### config.mk
export PLATFORM = sky130hd
export DESIGN_NAME = qbus_cycle_exec
export DESIGN_NICKNAME = d
export VERILOG_FILES = /design/src/source/qbus_pkg.sv /design/src/source/qbus_cycle_exec.sv
export VERILOG_INCLUDE_DIRS = /design/src /design/src/include
export SDC_FILE = /design/constraint.sdc
export NUM_CORES = 1
export LEC_CHECK = 0
export BUFFER_PORTS_ARGS = -buffer_cell sky130_fd_sc_hd__buf_4
export CORE_MARGIN = 5
export CORE_UTILIZATION = 50
export CTS_BUF_LIST = sky130_fd_sc_hd__clkbuf_8
export DETAILED_ROUTE_END_ITERATION = 10
export GPL_TIMING_DRIVEN = 0
export PLACE_DENSITY = 0.93
export SETUP_SLACK_MARGIN = 0.15
export SKIP_CTS_REPAIR_TIMING = 1
export SYNTH_ARGS = -nofsm -noshare
export SYNTH_HDL_FRONTEND = slang
export SYNTH_SLANG_ARGS = --single-unit
### constraint.sdc
create_clock -name pin_clk_p -period 5.19 [get_ports pin_clk_p]
set_clock_uncertainty 0.15 [all_clocks]
set_input_delay 0.519 -clock pin_clk_p [delete_from_list [all_inputs] [get_ports pin_clk_p]]
set_output_delay 0.519 -clock pin_clk_p [all_outputs]
set_load 0.01 [all_outputs]
### src/include/qbus_macros.svh
/*
 * qbus bus-cycle unit parameters
 * bus widths, reply timeout and slave address window
 */
`ifndef QBUS_MACROS_SVH
`define QBUS_MACROS_SVH

// multiplexed AD bus
`define QBUS_AW            16    // address width
`define QBUS_DW            16    // data width

// cycles from DIN/DOUT until a missing RPLY counts as bus error
`define QBUS_RPLY_TIMEOUT  32

// words answered by the slave model, from address 0
`define QBUS_MEM_WORDS     256

`endif

### src/source/qbus_pkg.sv
/*
 * qbus bus-cycle unit types
 * operation enum, host command, decoded operation and result structs
 */
`include "qbus_macros.svh"

package qbus_pkg;

   // bus cycle kinds issued by the host
   typedef enum logic [1:0] {
      OP_DATI  = 2'd0,                    // word read
      OP_DATO  = 2'd1,                    // word write
      OP_DATOB = 2'd2,                    // byte write
      OP_IAKO  = 2'd3                     // interrupt vector acknowledge
   } qbus_op_e;

   // host command, 34 bits
   typedef struct packed {
      qbus_op_e               op;         // cycle kind
      logic [`QBUS_AW-1:0]    addr;       // byte address
      logic [`QBUS_DW-1:0]    wdata;      // write data, low byte for DATOB
   } qbus_cmd_t;

   // operation as seen by the cycle sequencer
   typedef struct packed {
      logic                   rd;         // DATI
      logic                   wr;         // DATO or DATOB
      logic                   byte_op;    // WTBT in data phase
      logic                   iak;        // IAKO cycle, no SYNC
      logic [`QBUS_AW-1:0]    addr;       // address phase word
      logic [`QBUS_DW-1:0]    wdata;      // lane-aligned write data
   } qbus_dec_t;

   // finished cycle, 19 bits
   typedef struct packed {
      logic [`QBUS_DW-1:0]    rdata;      // read data or vector, zero on error
      logic                   berr;       // no reply within timeout
      qbus_op_e               op;         // echo of the command kind
   } qbus_res_t;

endpackage

### src/source/qbus_cycle_exec.sv
/*
 * qbus cycle sequencer
 * address, data, strobe, reply wait and release phases per operation,
 * reply timeout turns into a bus error
 */
`timescale 1ns/1ps
`include "qbus_macros.svh"

module qbus_cycle_exec
   import qbus_pkg::*;
(
   input  logic                  pin_clk_p,  // bus clock
   input  logic                  rst,        // synchronous reset
   input  logic                  op_valid,   // decoded op waiting
   input  qbus_dec_t             op,         // decoded op
   output logic                  op_take,    // start pulse
   input  logic                  res_busy,   // result stage still full
   output logic                  done,       // cycle finished pulse
   output qbus_res_t             done_res,   // valid with done
   input  logic [`QBUS_DW-1:0]   ad_in,      // true-sense AD bus
   input  logic                  rply,       // true-sense RPLY
   output logic [`QBUS_DW-1:0]   ad_out,     // AD value to drive
   output logic                  ad_ena,     // drive AD
   output logic                  ctrl_ena,   // drive SYNC/DIN/DOUT/WTBT
   output logic                  sync,
   output logic                  din,
   output logic                  dout,
   output logic                  wtbt,
   output logic                  iako
);

localparam int TMO_W = $clog2(`QBUS_RPLY_TIMEOUT + 1);

typedef enum logic [2:0] {
   S_IDLE,                             // bus released
   S_ADDR,                             // address on AD, no SYNC yet
   S_DATA,                             // SYNC up, data setup
   S_WAIT,                             // strobe up, waiting RPLY
   S_TERM,                             // strobe down, waiting RPLY low
   S_REL                               // SYNC down, lines still driven
} state_e;

state_e              state;
qbus_dec_t           cur;              // op in progress
logic [TMO_W-1:0]    tmo_cnt;          // cycles spent in S_WAIT
logic                tmo_hit;          // no reply in time
logic [`QBUS_DW-1:0] rdata_q;          // latched read data
logic                berr_q;           // latched bus error
qbus_op_e            op_echo;          // command kind rebuilt from flags

assign op_take = (state == S_IDLE) & op_valid & ~res_busy;
assign tmo_hit = (tmo_cnt == TMO_W'(`QBUS_RPLY_TIMEOUT - 1));

always_comb begin
   if (cur.iak)
      op_echo = OP_IAKO;
   else if (cur.rd)
      op_echo = OP_DATI;
   else if (cur.byte_op)
      op_echo = OP_DATOB;
   else
      op_echo = OP_DATO;
end

assign done_res = '{rdata: rdata_q, berr: berr_q, op: op_echo};

// pin levels follow the phase
always_comb begin
   ad_out   = '0;
   ad_ena   = 1'b0;
   ctrl_ena = (state != S_IDLE);       // own the control lines for the whole cycle
   sync     = 1'b0;
   din      = 1'b0;
   dout     = 1'b0;
   wtbt     = 1'b0;
   iako     = 1'b0;
   case (state)
      S_ADDR: begin
         ad_out = cur.addr;
         ad_ena = 1'b1;
         wtbt   = cur.wr;              // write indicated with the address
      end
      S_DATA, S_TERM: begin
         sync   = ~cur.iak;
         ad_out = cur.wdata;
         ad_ena = cur.wr;              // reads leave AD to the slave
         wtbt   = cur.byte_op;
      end
      S_WAIT: begin
         sync   = ~cur.iak;            // IAKO runs without SYNC
         ad_out = cur.wdata;
         ad_ena = cur.wr;
         wtbt   = cur.byte_op;
         din    = cur.rd | cur.iak;
         dout   = cur.wr;
         iako   = cur.iak;
      end
      default: ;
   endcase
end

always_ff @(posedge pin_clk_p) begin
   if (rst) begin
      state   <= S_IDLE;
      done    <= 1'b0;
      tmo_cnt <= '0;
   end else begin
      done <= 1'b0;
      case (state)
         S_IDLE: begin
            tmo_cnt <= '0;
            if (op_take)
               state <= op.iak ? S_WAIT : S_ADDR;  // vector read skips address
         end
         S_ADDR: state <= S_DATA;
         S_DATA: begin
            tmo_cnt <= '0;
            state   <= S_WAIT;
         end
         S_WAIT: begin
            if (rply | tmo_hit)
               state <= S_TERM;
            else
               tmo_cnt <= tmo_cnt + 1'b1;
         end
         S_TERM: if (~rply) state <= S_REL;        // slave finished its reply
         S_REL: begin
            state <= S_IDLE;
            done  <= 1'b1;
         end
         default: state <= S_IDLE;
      endcase
   end
end

// op and result payload
always_ff @(posedge pin_clk_p) begin
   if (op_take)
      cur <= op;
   if (state == S_WAIT) begin
      if (rply) begin
         rdata_q <= cur.wr ? '0 : ad_in;  // data or vector on reply
         berr_q  <= 1'b0;
      end else if (tmo_hit) begin
         rdata_q <= '0;
         berr_q  <= 1'b1;
      end
   end
end

endmodule

After elaboration in Yosys (flattened, before gate mapping)
Cells that the tools add are included.
{ "classes": {"bitwise": 6, "mux": 22, "n_reduce_logical": 9, "eq_ne": 10, "add_sub_neg": 1} }
{ "ops": {"columns": ["cell", "count"], "rows": [
  ["16-bit two-way mux", 3],
  ["16-bit one-hot mux with 2 select lines", 1],
  ["3-bit one-hot mux with 5 select lines", 1],
  ["6-bit one-hot mux with 2 select lines", 1],
  ["3-bit two-way mux", 3],
  ["2-bit two-way mux", 4],
  ["2-bit inequality test, second input constant", 4],
  ["6-bit by 1-bit adder with 6-bit output, second input constant", 1],
  ["3-bit by 2-bit equality test with 1-bit output, second input constant", 2],
  ["3-bit equality test, second input constant", 2],
  ["6-bit by 5-bit equality test with 1-bit output, second input constant", 1],
  ["1-bit two-way mux", 6],
  ["6-bit two-way mux", 1],
  ["1-bit one-hot mux with 2 select lines", 2],
  ["2-bit AND reduction", 2],
  ["2-bit nonzero test", 2],
  ["3-bit by 1-bit equality test with 1-bit output, second input constant", 1],
  ["3-bit logical NOT", 1],
  ["3-bit AND reduction", 1],
  ["3-bit nonzero test", 1],
  ["3-bit OR reduction", 1],
  ["1-bit bitwise AND", 2],
  ["1-bit inverter", 2],
  ["1-bit OR", 2],
  ["2-bit OR reduction", 1]
]} }
{ "word_totals": {"input_bits": 57, "word_cells": 59, "ff_bits": 63, "output_inout_bits": 44} }

Longest topological paths before layout
Gate-level depths: netlist of run 1.
{ "logic_depth": {"depth_word": 5, "ltp_mapped": 5, "ltp_nobuf": 5} }

Worst setup path before layout of run 1
OpenSTA, ideal clock, no wires.
{ "synth_path": {"path_kind": "register to output", "startpoint": "register state[1]", "endpoint": "output op_take", "required_time_ns": 4.521, "setup_slack_ns": 0.966, "path_stages_with_launch": 4, "n_path_buf": 0, "arrival_time_ns": 3.555, "path_cell_list": "dfxtp_1 > nor2_1 > nand2_1 > nor3b_1"} }
{ "synth_via": {"elab_chain_cells": 3} }
{ "synth_rtl": {"columns": ["element", "line", "source"], "rows": [
  ["from (decl)", "qbus_cycle_exec.sv:43", "state_e state;"],
  ["from (signal assigned)", "qbus_cycle_exec.sv:113", "state <= op.iak ? S_WAIT : S_ADDR;"],
  ["3-bit logical NOT", "qbus_cycle_exec.sv:51", "assign op_take = (state == S_IDLE) & op_valid & ~res_busy;"],
  ["1-bit bitwise AND (2 in series)", "qbus_cycle_exec.sv:51", null],
  ["to (decl)", "qbus_cycle_exec.sv:16", "output logic op_take,"]
]} }
No other way between the ends.

Worst setup path in the final report of run 1
{ "layout_path": {"startpoint": "register state[2]", "endpoint": "output op_take"} }
The elaborated chain is that of the path after synthesis.

==> summary.txt, run 1 <==
Floorplanning
  – Core Footprint: roughly 4800 sq um
  – Effective utilization at floorplan: 0.5213
  – # rows: 25
  – Die W: 80.64 um
  – Die boundary height: 80.64 um
  – Number of top-level design ports: 101
  – Die footprint: around 6500 sq um

Hold path
  – Type of the worst min-delay path: primary input to flip-flop
  – Worst Min Path Start: op[8]
  – Worst hold path endpoint: cur[8]$_DFFE_PP_
  – Number of cells on the worst hold path: 1

Synth
  – Net count after synthesis: ~230
  – Gate Count Post-Synth: roughly 170
  – Syn Std Cell Area: about 2500 sq um
  – EDFF count, synth: 53
  – Ys async rst share: 0
  – Synth Area per Inst: between 10 and 15 sq um
  – Flops & latches, synth: 63
  – Cell variety after synth: 38
  – Most instantiated flip-flop cell in the synthesis netlist: edfxtp_1
  – Yosys warning total: 0
  – Sequential-to-total area share from yosys stat: 0.7182

Placement
  – Routability congestion estimate from global placement: between 0.8 and 0.9
  – HPWL reported at the end of detailed placement: 4463 um
  – Placement-stage cell area: around 3300 sq um
  – Number of port buffers: between 90 and 100
  – Placed Instances: roughly 340

Timing
  – Portion of the clock cycle consumed by the worst path in the final layout: 0.5500
  – Hold Slack: 211.2 ps
  – Final Critical Period: 2855 ps
  – Unrepaired setup endpoints after global routing: no
  – Post-Route Setup TNS: 0 ps
  – Fmax: 0.3503 GHz
  – Final setup violation count: 0
  – Slew @ Worst Pin: ~1300 ps
  – Final Max Tran Viols: 0
  – Relative slew slack: 0.1352
  – Hold Violations, Final: 0

Worst setup path
  – Reg-to-reg setup timing slack: 2620 ps
  – Worst R2R End: rdata_q[10]$_SDFFCE_PP0P_
  – Origin of the critical flop-to-flop path: tmo_cnt[0]$_SDFFE_PP0P_
  – Crit Path Category: flip-flop to output port
  – Signal arrival time at the worst endpoint: between 2000 and 2500 ps
  – Required time at the endpoint of the critical path: about 4500 ps
  – Startpoint kind of the worst setup timing path: flip-flop
  – Critical Path End Type: output port
  – Crit path max fanout: 14
  – Number of cells traversed by the worst register-to-register path: 4

CTS
  – Clock root buffer: clkbuf_8
  – CTS tree: yes
  – Post-CTS clock slew at the launch and capture registers of the worst setup and hold paths: 70 ps
  – Total number of H-tree levels: 3
  – Sink Count: 63
  – Number of CTS-inserted buffers: 9
  – Clock Path Buffers: 2
  – Clock network latency to the later pin of the worst-skew pair: roughly 330 ps

Routing
  – Drt drc: 0
  – DRT Pass-1 Iters: 4
  – Initial drt markers: 130
  – Final ANT Viol Nets: 0
  – Vias post-DR: roughly 1900
  – Total Routed Length: between 5000 and 6000 um
  – Number of vias per cell: 5.240
  – Wire per inst: 16.41 um

Power
  – Total leakage power: between 0.0015 and 0.002 uW
  – Worst-case vdd ir drop: between 0.2 and 0.25 mV
  – Power per unit of standard cell area: 310.7 nW/um^2
  – Overall power consumption: roughly 1100 uW

Finish
  – Number of diodes: 0
  – Final Instance Count excl. Fillers: roughly 360
  – Most frequent cells in the layout: 101 x buf_4, 53 x edfxtp_1, 17 x and3_1, 17 x a22o_1, 11 x inv_1
  – Layout-stage area growth over the synthesis result: 40.27%
  – Most common library cell in the layout ignoring fill and taps: buf_4
  – Post-route cell area: 3500 sq um
  – Share of post-route cells with drive strength above 1: 0.4158
  – Total Nets Final: around 340

Global route
  – Global-route wire length before repair: a little over 9000 um
  – Global route total overflow: 0
  – Overall fraction of global-route tracks in use: 0.1938
  – Maximum number of pins on one net before global-route repair: 18
  – Antenna violations before repair: 0
  – Vias in the first global route: 1893

Status
  – Status: complete, no violations

Flow run
  – Number of maximum-capacitance constraint violations: 0
kinds of logic (layout without fill, tap and decap cells):
logic type,after synthesis,in the layout,synth area share
AOI/OAI and AO/OA,40,40,0.1239
adders and majority gates,1,1,0.005014
buffers and inverters,17,134,0.03259
DFF,63,63,0.7182
and+or+nand+nor,53,53,0.1204
state kept, by name, summed over array words and instances, names as in the netlist:
register,cells
berr_q,1
cur,36
done,1
rdata_q,16
state,3
tmo_cnt,6
metrics by stage:
stage	utilization	setup slack, ps
floorplan	-	966.0
detailed placement	0.6999	2631
global placement	0.6941	-93.84
CTS	0.7312	2329
global route	0.7312	2180
finish	0.7312	2335
how the worst max path moves through the flow:
stage	slack, ps	start	depth (start not counted)	end
finish	2340	state[2]$_SDFFE_PP0P_	5	op_take
global placement	-90	state[1]$_SDFFE_PP0P_	4	op_take
global route	2180	state[2]$_SDFFE_PP0P_	5	op_take
floorplan	970	state[1]$_SDFFE_PP0P_	3	op_take
detailed placement	2630	rply	4	rdata_q[10]$_SDFFCE_PP0P_
CTS	2330	state[2]$_SDFFE_PP0P_	5	op_take
cells in the mapped netlist, types with 2 or more instances:
| cell type | n | area share |
|---|---|---|
| a22o_1 | 17 | 0.060 |
| buf_2 | 2 | 0.0040 |
| a31oi_1 | 3 | 0.0075 |
| nor3b_1 | 2 | 0.0060 |
| a21o_1 | 3 | 0.0090 |
| dfxtp_1 | 10 | 0.080 |
| nor2_1 | 9 | 0.014 |
| clkbuf_1 | 5 | 0.0075 |
| nand2_1 | 6 | 0.0090 |
| nor3_1 | 4 | 0.0080 |
| inv_1 | 6 | 0.0090 |
| buf_4 | 2 | 0.0060 |
| a21oi_1 | 3 | 0.0060 |
| nand3_1 | 4 | 0.0080 |
| o21ai_0 | 4 | 0.0080 |
| nand2b_1 | 2 | 0.0050 |
| edfxtp_1 | 53 | 0.64 |
| a211oi_1 | 3 | 0.0090 |
| and3_1 | 17 | 0.043 |
power by group:
part | switching [uW] | internal, uW | total, uW
sequential | 9.68 | 574 | 584
combinational | 82.5 | 91.7 | 174
clock | 168 | 161 | 330
total | 261 | 827 | 1090
worst max-delay path, stage by stage, from the launching register on:
cell,delay (ps)
dfxtp_1,340
inv_1,220
nand2_1,160
nor3b_2,700
buf_6,280
buf_4,150
cell type report:
type / count / area [sq um]
sequential: 63 / 1792
timing repair buffer: 101 / 765.7
inverter: 7 / 26.28
tap: 67 / 83.83
buffer: 10 / 55.05
clock buffer: 9 / 123.9
fill: 334 / 1286
clock inverter: 7 / 26.28
multi-input combinational: 94 / 626.9
metal layers:
layer / up-vias / GRT usage / wire, um
met2: 97 / 0.3377 / 2973
met3: 12 / 0.08184 / 626
li1: 900 / - / -
met4: 0 / 0.09122 / 128
met1: 867 / 0.1996 / 2146
met5: - / 0 / 0
Note: power is estimated with default switching activity, not from simulation.
==> inputs of run 2 (changes only) <==
- ABC_AREA: not set -> 1
- PLACE_DENSITY: 0.93 -> 0.92
- clock period: 5.19 -> 2.91 ns (I/O delays scaled with it)
==> summary.txt, run 2 <==
Global route
  – GR Layer Usage met1: 0.1977 (-0.001834)
  – Global-route wire length before repair: 9108 um (-1.0%)
  – Overall fraction of global-route tracks in use: 0.1857 (-0.008049)
  – Met3 Use GR: 0.07267 (-0.009170)
  – GR Util met2: 0.3285 (-0.009223)
  – Global route total overflow: 0 (unchanged)
  – Vias in the first global route: 2015 (+6.4%)
  – Antenna violations before repair: 0 (unchanged)
  – Maximum number of pins on one net before global-route repair: 38 (+20)
  – Busiest layer in global routing: met2

CTS
  – CTS tree: yes
  – Post-CTS clock slew at the launch and capture registers of the worst setup and hold paths: 80 ps (about the same)
  – Clock Path Buffers: 2 (unchanged)
  – Total number of H-tree levels: 3 (unchanged)
  – Clock root buffer: clkbuf_8
  – Number of CTS-inserted buffers: 9 (unchanged)
  – Sink Count: 63 (unchanged)
  – Clock network latency to the later pin of the worst-skew pair: 340 ps (about the same)

Synth
  – Flops & latches, synth: 63 (unchanged)
  – Biggest area contributors in the synthesized netlist: edfxtp_1 60%, inv_1 8.9%, dfxtp_1 7.6%, nor2_1 4.5%, o22ai_1 4.0%
  – Syn Std Cell Area: 2643 sq um (+5.9%)
  – Gate Count Post-Synth: 246 (+41%)
  – Yosys top cell area share: 0.6023 (-0.03564)
  – Most numerous cell types in the synthesized netlist: 63 x inv_1, 53 x edfxtp_1, 32 x nor2_1
  – Sequential-to-total area share from yosys stat: 0.6780 (-0.04012)
  – Net count after synthesis: 304 (+31%)
  – Cell taking the most area after synthesis: edfxtp_1
  – Most instantiated flip-flop cell in the synthesis netlist: edfxtp_1
  – Synth Area per Inst: 10.74 sq um (-25%)
  – Yosys warning total: 0 (unchanged)
  – Cell variety after synth: 26 (-32%)
  – Ys async rst share: 0 (unchanged)
  – Most frequent cell after synthesis: inv_1
  – EDFF count, synth: 53 (unchanged)

Flow run
  – Number of maximum-capacitance constraint violations: 0 (unchanged)

Finish
  – Share of post-route cells with drive strength above 1: 0.3250 (-0.09081)
  – Most frequent cells in the layout: 101 x buf_4, 63 x inv_1, 53 x edfxtp_1
  – Final core occ: 0.8035 (+0.07229)
  – Largest register FFs: 36 (unchanged)
  – Register bank with the most flops: cur
  – Fillcell total: 301 (-9.9%)
  – Number of diodes: 0 (unchanged)
  – Layout-stage area growth over the synthesis result: 55.30%
  – Biggest regs: cur (36), rdata_q (16), tmo_cnt (6)
  – Total Nets Final: 453 (+32%)
  – Most common library cell in the layout ignoring fill and taps: buf_4

Hold path
  – Type of the worst min-delay path: primary input to flip-flop

Routing
  – Number of vias per cell: 4.821 (-8.0%)
  – Vias post-DR: 2266 (+21%)
  – Wire per inst: 15.86 um (-3.4%)
  – Total Routed Length: 7453 um (+27%)
  – Final ANT Viol Nets: 0 (unchanged)
  – Drt drc: 0 (unchanged)
  – DRT Pass-1 Iters: 4 (unchanged)
  – Initial drt markers: 167 (+28%)

Power
  – Internal: 2146 uW (+160%)
  – P_sw: 1025 uW (+290%)
  – Portion of total power attributed to combinational logic: 0.334 (+0.174)
  – Total leakage power: 0.001888 uW (+25%)
  – Switching power share of the total: 0.3233 (+0.08359)
  – Share of power burned in the clock network: 0.289 (-0.014)
  – Worst-case vdd ir drop: 0.5403 mV (+150%)
  – Reg power frac: 0.377 (-0.160)
  – Power per unit of standard cell area: 772.7 nW/um^2 (+150%)

Timing
  – Final setup violation count: 0 (unchanged)
  – Portion of the clock cycle consumed by the worst path in the final layout: 0.8304
  – Final Max Tran Viols: 0 (unchanged)
  – Final worst-path setup slack: 493.7 ps (-1842 ps)
  – Relative slew slack: 0.3666 (+0.2314)
  – Final Critical Period: around 2400 ps
  – Hold Violations, Final: 0 (unchanged)
  – Fmax: a little over 0.4 GHz
  – Unrepaired setup endpoints after global routing: no
  – Slew @ Worst Pin: 949.1 ps (-343.3 ps)
  – Post-Route Setup TNS: 0 ps (unchanged)

Floorplanning
  – Effective utilization at floorplan: 0.5174 (-0.003914)
  – Die footprint: 6839 sq um (+5.2%)
  – Core Footprint: 5107 sq um (+6.7%)
  – # rows: 26 (+4.0%)
  – Number of top-level design ports: 101 (unchanged)
  – Die W: 82.70 um (+2.6%)
  – Die boundary height: 82.70 um (+2.6%)

Placement
  – Number of port buffers: 100 (+1.0%)
  – HPWL reported at the end of detailed placement: 4246 um (-4.9%)
  – Routability congestion estimate from global placement: 0.8661 (-2.3%)
  – Place WS: 253.0 ps (-2378 ps)

Worst setup path
  – Signal arrival time at the worst endpoint: 1980 ps (-210 ps)
  – Startpoint kind of the worst setup timing path: flip-flop
  – Crit Path Category: flip-flop to output port
  – Crit path max fanout: 19 (+5)
  – Critical Path End Type: output port
  – Required time at the endpoint of the critical path: 2470 ps (-2050 ps)

Status
  – Status: complete, no violations
## run 2: cell types whose count changed after synthesis, moves of 17 or more
cell | previous run | this run
nor2_1 | 9 | 32
and3_1 | 17 | 0
inv_1 | 6 | 63
o22ai_1 | 0 | 17
a22o_1 | 17 | 0
nand2_1 | 6 | 28
## run 2: final timing paths
path / slack (ps) / startpoint / depth (start not counted) / end
worst max-delay path: 490 / state[1]$_SDFFE_PP0P_ / 6 / op_take
worst min-delay path: 100 / ad_in[6] / 3 / rdata_q[6]$_SDFFCE_PP0P_
worst min register to register: 370 / tmo_cnt[4]$_SDFFE_PP0P_ / 2 / tmo_cnt[4]$_SDFFE_PP0P_
worst max register to register: 650 / tmo_cnt[0]$_SDFFE_PP0P_ / 5 / rdata_q[0]$_SDFFCE_PP0P_
## run 2: power groups by stage
stage          sequential [uW]  clock (uW)  combinational, uW
3_3_place_gp              1200           0                937
4_1_cts                   1190         907                974
5_1_grt                   1200         973               1150
3_5_place_dp              1210           0                965
6_report                  1200         917               1060
2_1_floorplan             1200           0                520
## run 2: final cells by class
type                            instances  area, sq um  area share
Buffer                                  5        38.79    0.009451
Clock buffer                            9        123.9     0.03018
Clock inverter                          7        111.4     0.02713
Inverter                               66        249.0     0.06067
Multi-Input combinational cell        113        580.6      0.1415
Sequential cell                        63         1792      0.4366
Tap cell                               70        87.58     0.02134
Timing Repair Buffer                  137         1121      0.2732
## run 2: routing by layer
metal	vias to the layer above	part of all wire	routed length [um]
li1	1099	-	-
met1	1056	0.35	2594
met2	101	0.56	4205
met3	10	0.076	563
met4	0	0.012	89
met5	-	0	0
## run 2: cell families after synthesis
logic type               count (synthesis)  share of synthesized area
adder cells (fa/ha/maj)                  1                   0.004734
buffers and inverters                   71                     0.1089
AO/OA/AOI/OAI                           33                    0.07576
flip-flops                              63                     0.6780
AND/OR/NAND/NOR                         78                     0.1326
## run 2: stage by stage
step	cells	instance area (sq um)	hold WS (ps)	total power, uW
final	470	4104	101.7	3171
after global routing	470	4104	88.20	3326
after floorplan	246	2645	210.1	1722
after CTS	432	3724	-35.20	3071
after detailed placement	416	3488	320.4	2172
after global placement	416	3483	319.2	2140
## run 2: worst max-delay path, stage by stage (launching register included)
cell     delay, ps
dfxtp_1        420
inv_2          120
nand2_2         90
nor2_1         130
inv_1          140
nor2_4         500
buf_4          230
==> inputs of run 3 (changes only) <==
- clock period: 2.91 -> 2.23 ns (I/O delays scaled with it)
==> summary.txt, run 3 (synthesis results as in run 2) <==
Timing
  – Portion of the clock cycle consumed by the worst path in the final layout: 0.9755
  – Final Max Tran Viols: 0 (unchanged)
  – Unrepaired setup endpoints after global routing: yes
  – Hold Violations, Final: 0 (unchanged)
  – Final worst-path setup slack: 54.55 ps (-439.1 ps)
  – Relative slew slack: 0.6056 (+0.2390)
  – Post-Route Setup TNS: 0 ps (unchanged)
  – Fmax: between 0.4 and 0.5 GHz
  – Final Critical Period: between 2000 and 2500 ps
  – Final setup violation count: 0 (unchanged)
  – Slew @ Worst Pin: 590.2 ps (-358.9 ps)

Hold path
  – Worst hold path endpoint: rdata_q[7]$_SDFFCE_PP0P_
  – Type of the worst min-delay path: primary input to flip-flop
  – Number of cells on the worst hold path: 3 (unchanged)
  – Worst Min Path Start: ad_in[7]

Worst setup path
  – Reg-to-reg setup timing slack: 330 ps (-320 ps)
  – Worst R2R End: cur[22]$_DFFE_PP_
  – Crit path max fanout: 10 (-9)
  – Number of cells traversed by the worst register-to-register path: 5 (unchanged)
  – Startpoint kind of the worst setup timing path: flip-flop
  – Critical Path End Type: output port
  – Signal arrival time at the worst endpoint: 1800 ps (-180 ps)
  – Required time at the endpoint of the critical path: 1860 ps (-610 ps)
  – Origin of the critical flop-to-flop path: state[0]$_SDFFE_PP0P_
  – Crit Path Category: flip-flop to output port

Placement
  – HPWL reported at the end of detailed placement: 4671 um (+10%)
  – Place WS: 39.85 ps (-213.1 ps)
  – Placed Instances: 416 (unchanged)
  – Routability congestion estimate from global placement: 0.8018 (-7.4%)
  – Number of port buffers: 100 (unchanged)
  – Placement-stage cell area: 3492 sq um (+0.11%)

Finish
  – Final Instance Count excl. Fillers: 479 (+1.9%)
  – Number of diodes: 0 (unchanged)
  – Total Nets Final: 463 (+2.2%)
  – Most frequent cells in the layout: 110 x buf_4, 65 x inv_1, 53 x edfxtp_1
  – Share of post-route cells with drive strength above 1: 0.3447 (+0.01974)
  – Biggest regs: cur (36), rdata_q (16), tmo_cnt (6)
  – Final core occ: 0.8126 (+0.009064)
  – Layout-stage area growth over the synthesis result: 57.05%
  – Post-route cell area: 4150 sq um (+1.1%)
  – Most common library cell in the layout ignoring fill and taps: buf_4
  – Largest register FFs: 36 (unchanged)
  – Register bank with the most flops: cur

Floorplanning
  – Number of top-level design ports: 101 (unchanged)
  – Die boundary height: 82.70 um (unchanged)
  – Effective utilization at floorplan: 0.5174 (unchanged)
  – Die W: 82.70 um (unchanged)
  – Die footprint: 6839 sq um (unchanged)
  – Core Footprint: 5107 sq um (unchanged)
  – # rows: 26 (unchanged)

Global route
  – GR Util met2: 0.3982 (+0.06971)
  – Maximum number of pins on one net before global-route repair: 38 (unchanged)
  – Met3 Use GR: 0.08026 (+0.007592)
  – Vias in the first global route: 2185 (+8.4%)
  – GR Layer Usage met1: 0.2034 (+0.005678)
  – Overall fraction of global-route tracks in use: 0.2145 (+0.02877)
  – Global-route wire length before repair: 10380 um (+14%)
  – Antenna violations before repair: 0 (unchanged)
  – Global route total overflow: 0 (unchanged)
  – Busiest layer in global routing: met2

Power
  – Total leakage power: 0.001923 uW (+1.9%)
  – Worst-case vdd ir drop: 0.7167 mV (+33%)
  – Power per unit of standard cell area: 977.9 nW/um^2 (+27%)

CTS
  – Post-CTS clock slew at the launch and capture registers of the worst setup and hold paths: 70 ps (about the same)
  – Total number of H-tree levels: 3 (unchanged)
  – Clock network latency to the later pin of the worst-skew pair: 350 ps (about the same)
  – Clock Path Buffers: 2 (unchanged)
  – Number of CTS-inserted buffers: 9 (unchanged)
  – Sink Count: 63 (unchanged)
  – CTS tree: yes
  – Clock root buffer: clkbuf_8

Routing
  – Total Routed Length: 9111 um (+22%)
  – Number of vias per cell: 5.349 (+11%)
  – Drt drc: 0 (unchanged)
  – Final ANT Viol Nets: 0 (unchanged)
  – Vias post-DR: 2562 (+13%)
  – Initial drt markers: 249 (+49%)
  – Wire per inst: 19.02 um (+20%)
  – DRT Pass-1 Iters: 6 (+2)

Flow run
  – Number of maximum-capacitance constraint violations: 0 (unchanged)

Status
  – Status: complete, no violations
-- run 3: metrics by stage --
stage	power, uW	hold slack (ps)
final	4058	20.18
after global routing	4199	14.28
after CTS	3789	-110.9
after detailed placement	2844	252.4
after global placement	2793	251.0
after floorplan	2252	142.1
-- run 3: worst max path at each step --
stage / startpoint / to / slack (ps) / depth (start not counted)
after floorplan: tmo_cnt[0]$_SDFFE_PP0P_ / berr_q$_SDFFCE_PP0P_ / 300 / 5
after CTS: state[0]$_SDFFE_PP0P_ / op_take / -350 / 6
after global placement: state[1]$_SDFFE_PP0P_ / op_take / 100 / 6
after detailed placement: tmo_cnt[0]$_SDFFE_PP0P_ / rdata_q[8]$_SDFFCE_PP0P_ / 40 / 5
after global routing: state[2]$_SDFFE_PP0P_ / ad_out[7] / 10 / 5
final: state[2]$_SDFFE_PP0P_ / ad_out[7] / 50 / 5
-- run 3: worst max-delay path: stages, from the launching register on --
cell and delay [ps]:
dfxtp_1 330, inv_2 180, nand3_2 250, buf_2 270, o22ai_1 240, buf_4 170
-- run 3: layer usage --
| layer | share of wire | vias up |
|---|---|---|
| met4 | 0.052 | 0 |
| met1 | 0.34 | 1225 |
| met2 | 0.52 | 173 |
| met5 | 0 | - |
| li1 | - | 1115 |
| met3 | 0.086 | 49 |
-- run 3: area by class of cell --
type | instances | area (sq um)
flip-flops and latches | 63 | 1794
repair buffers | 147 | 1209
fillers | 238 | 957.2
multi-input cells | 113 | 593.1
inverters | 66 | 249.0
clock buffers | 9 | 123.9
well taps | 70 | 87.58
clock inverters | 6 | 55.05
plain buffers | 5 | 38.79
-- run 3: where the power goes --
| group | switching [uW] | total (uW) | internal [uW] |
|---|---|---|---|
| clock | 466 | 964 | 498 |
| sequential | 111 | 1580 | 1470 |
| combinational | 847 | 1520 | 668 |
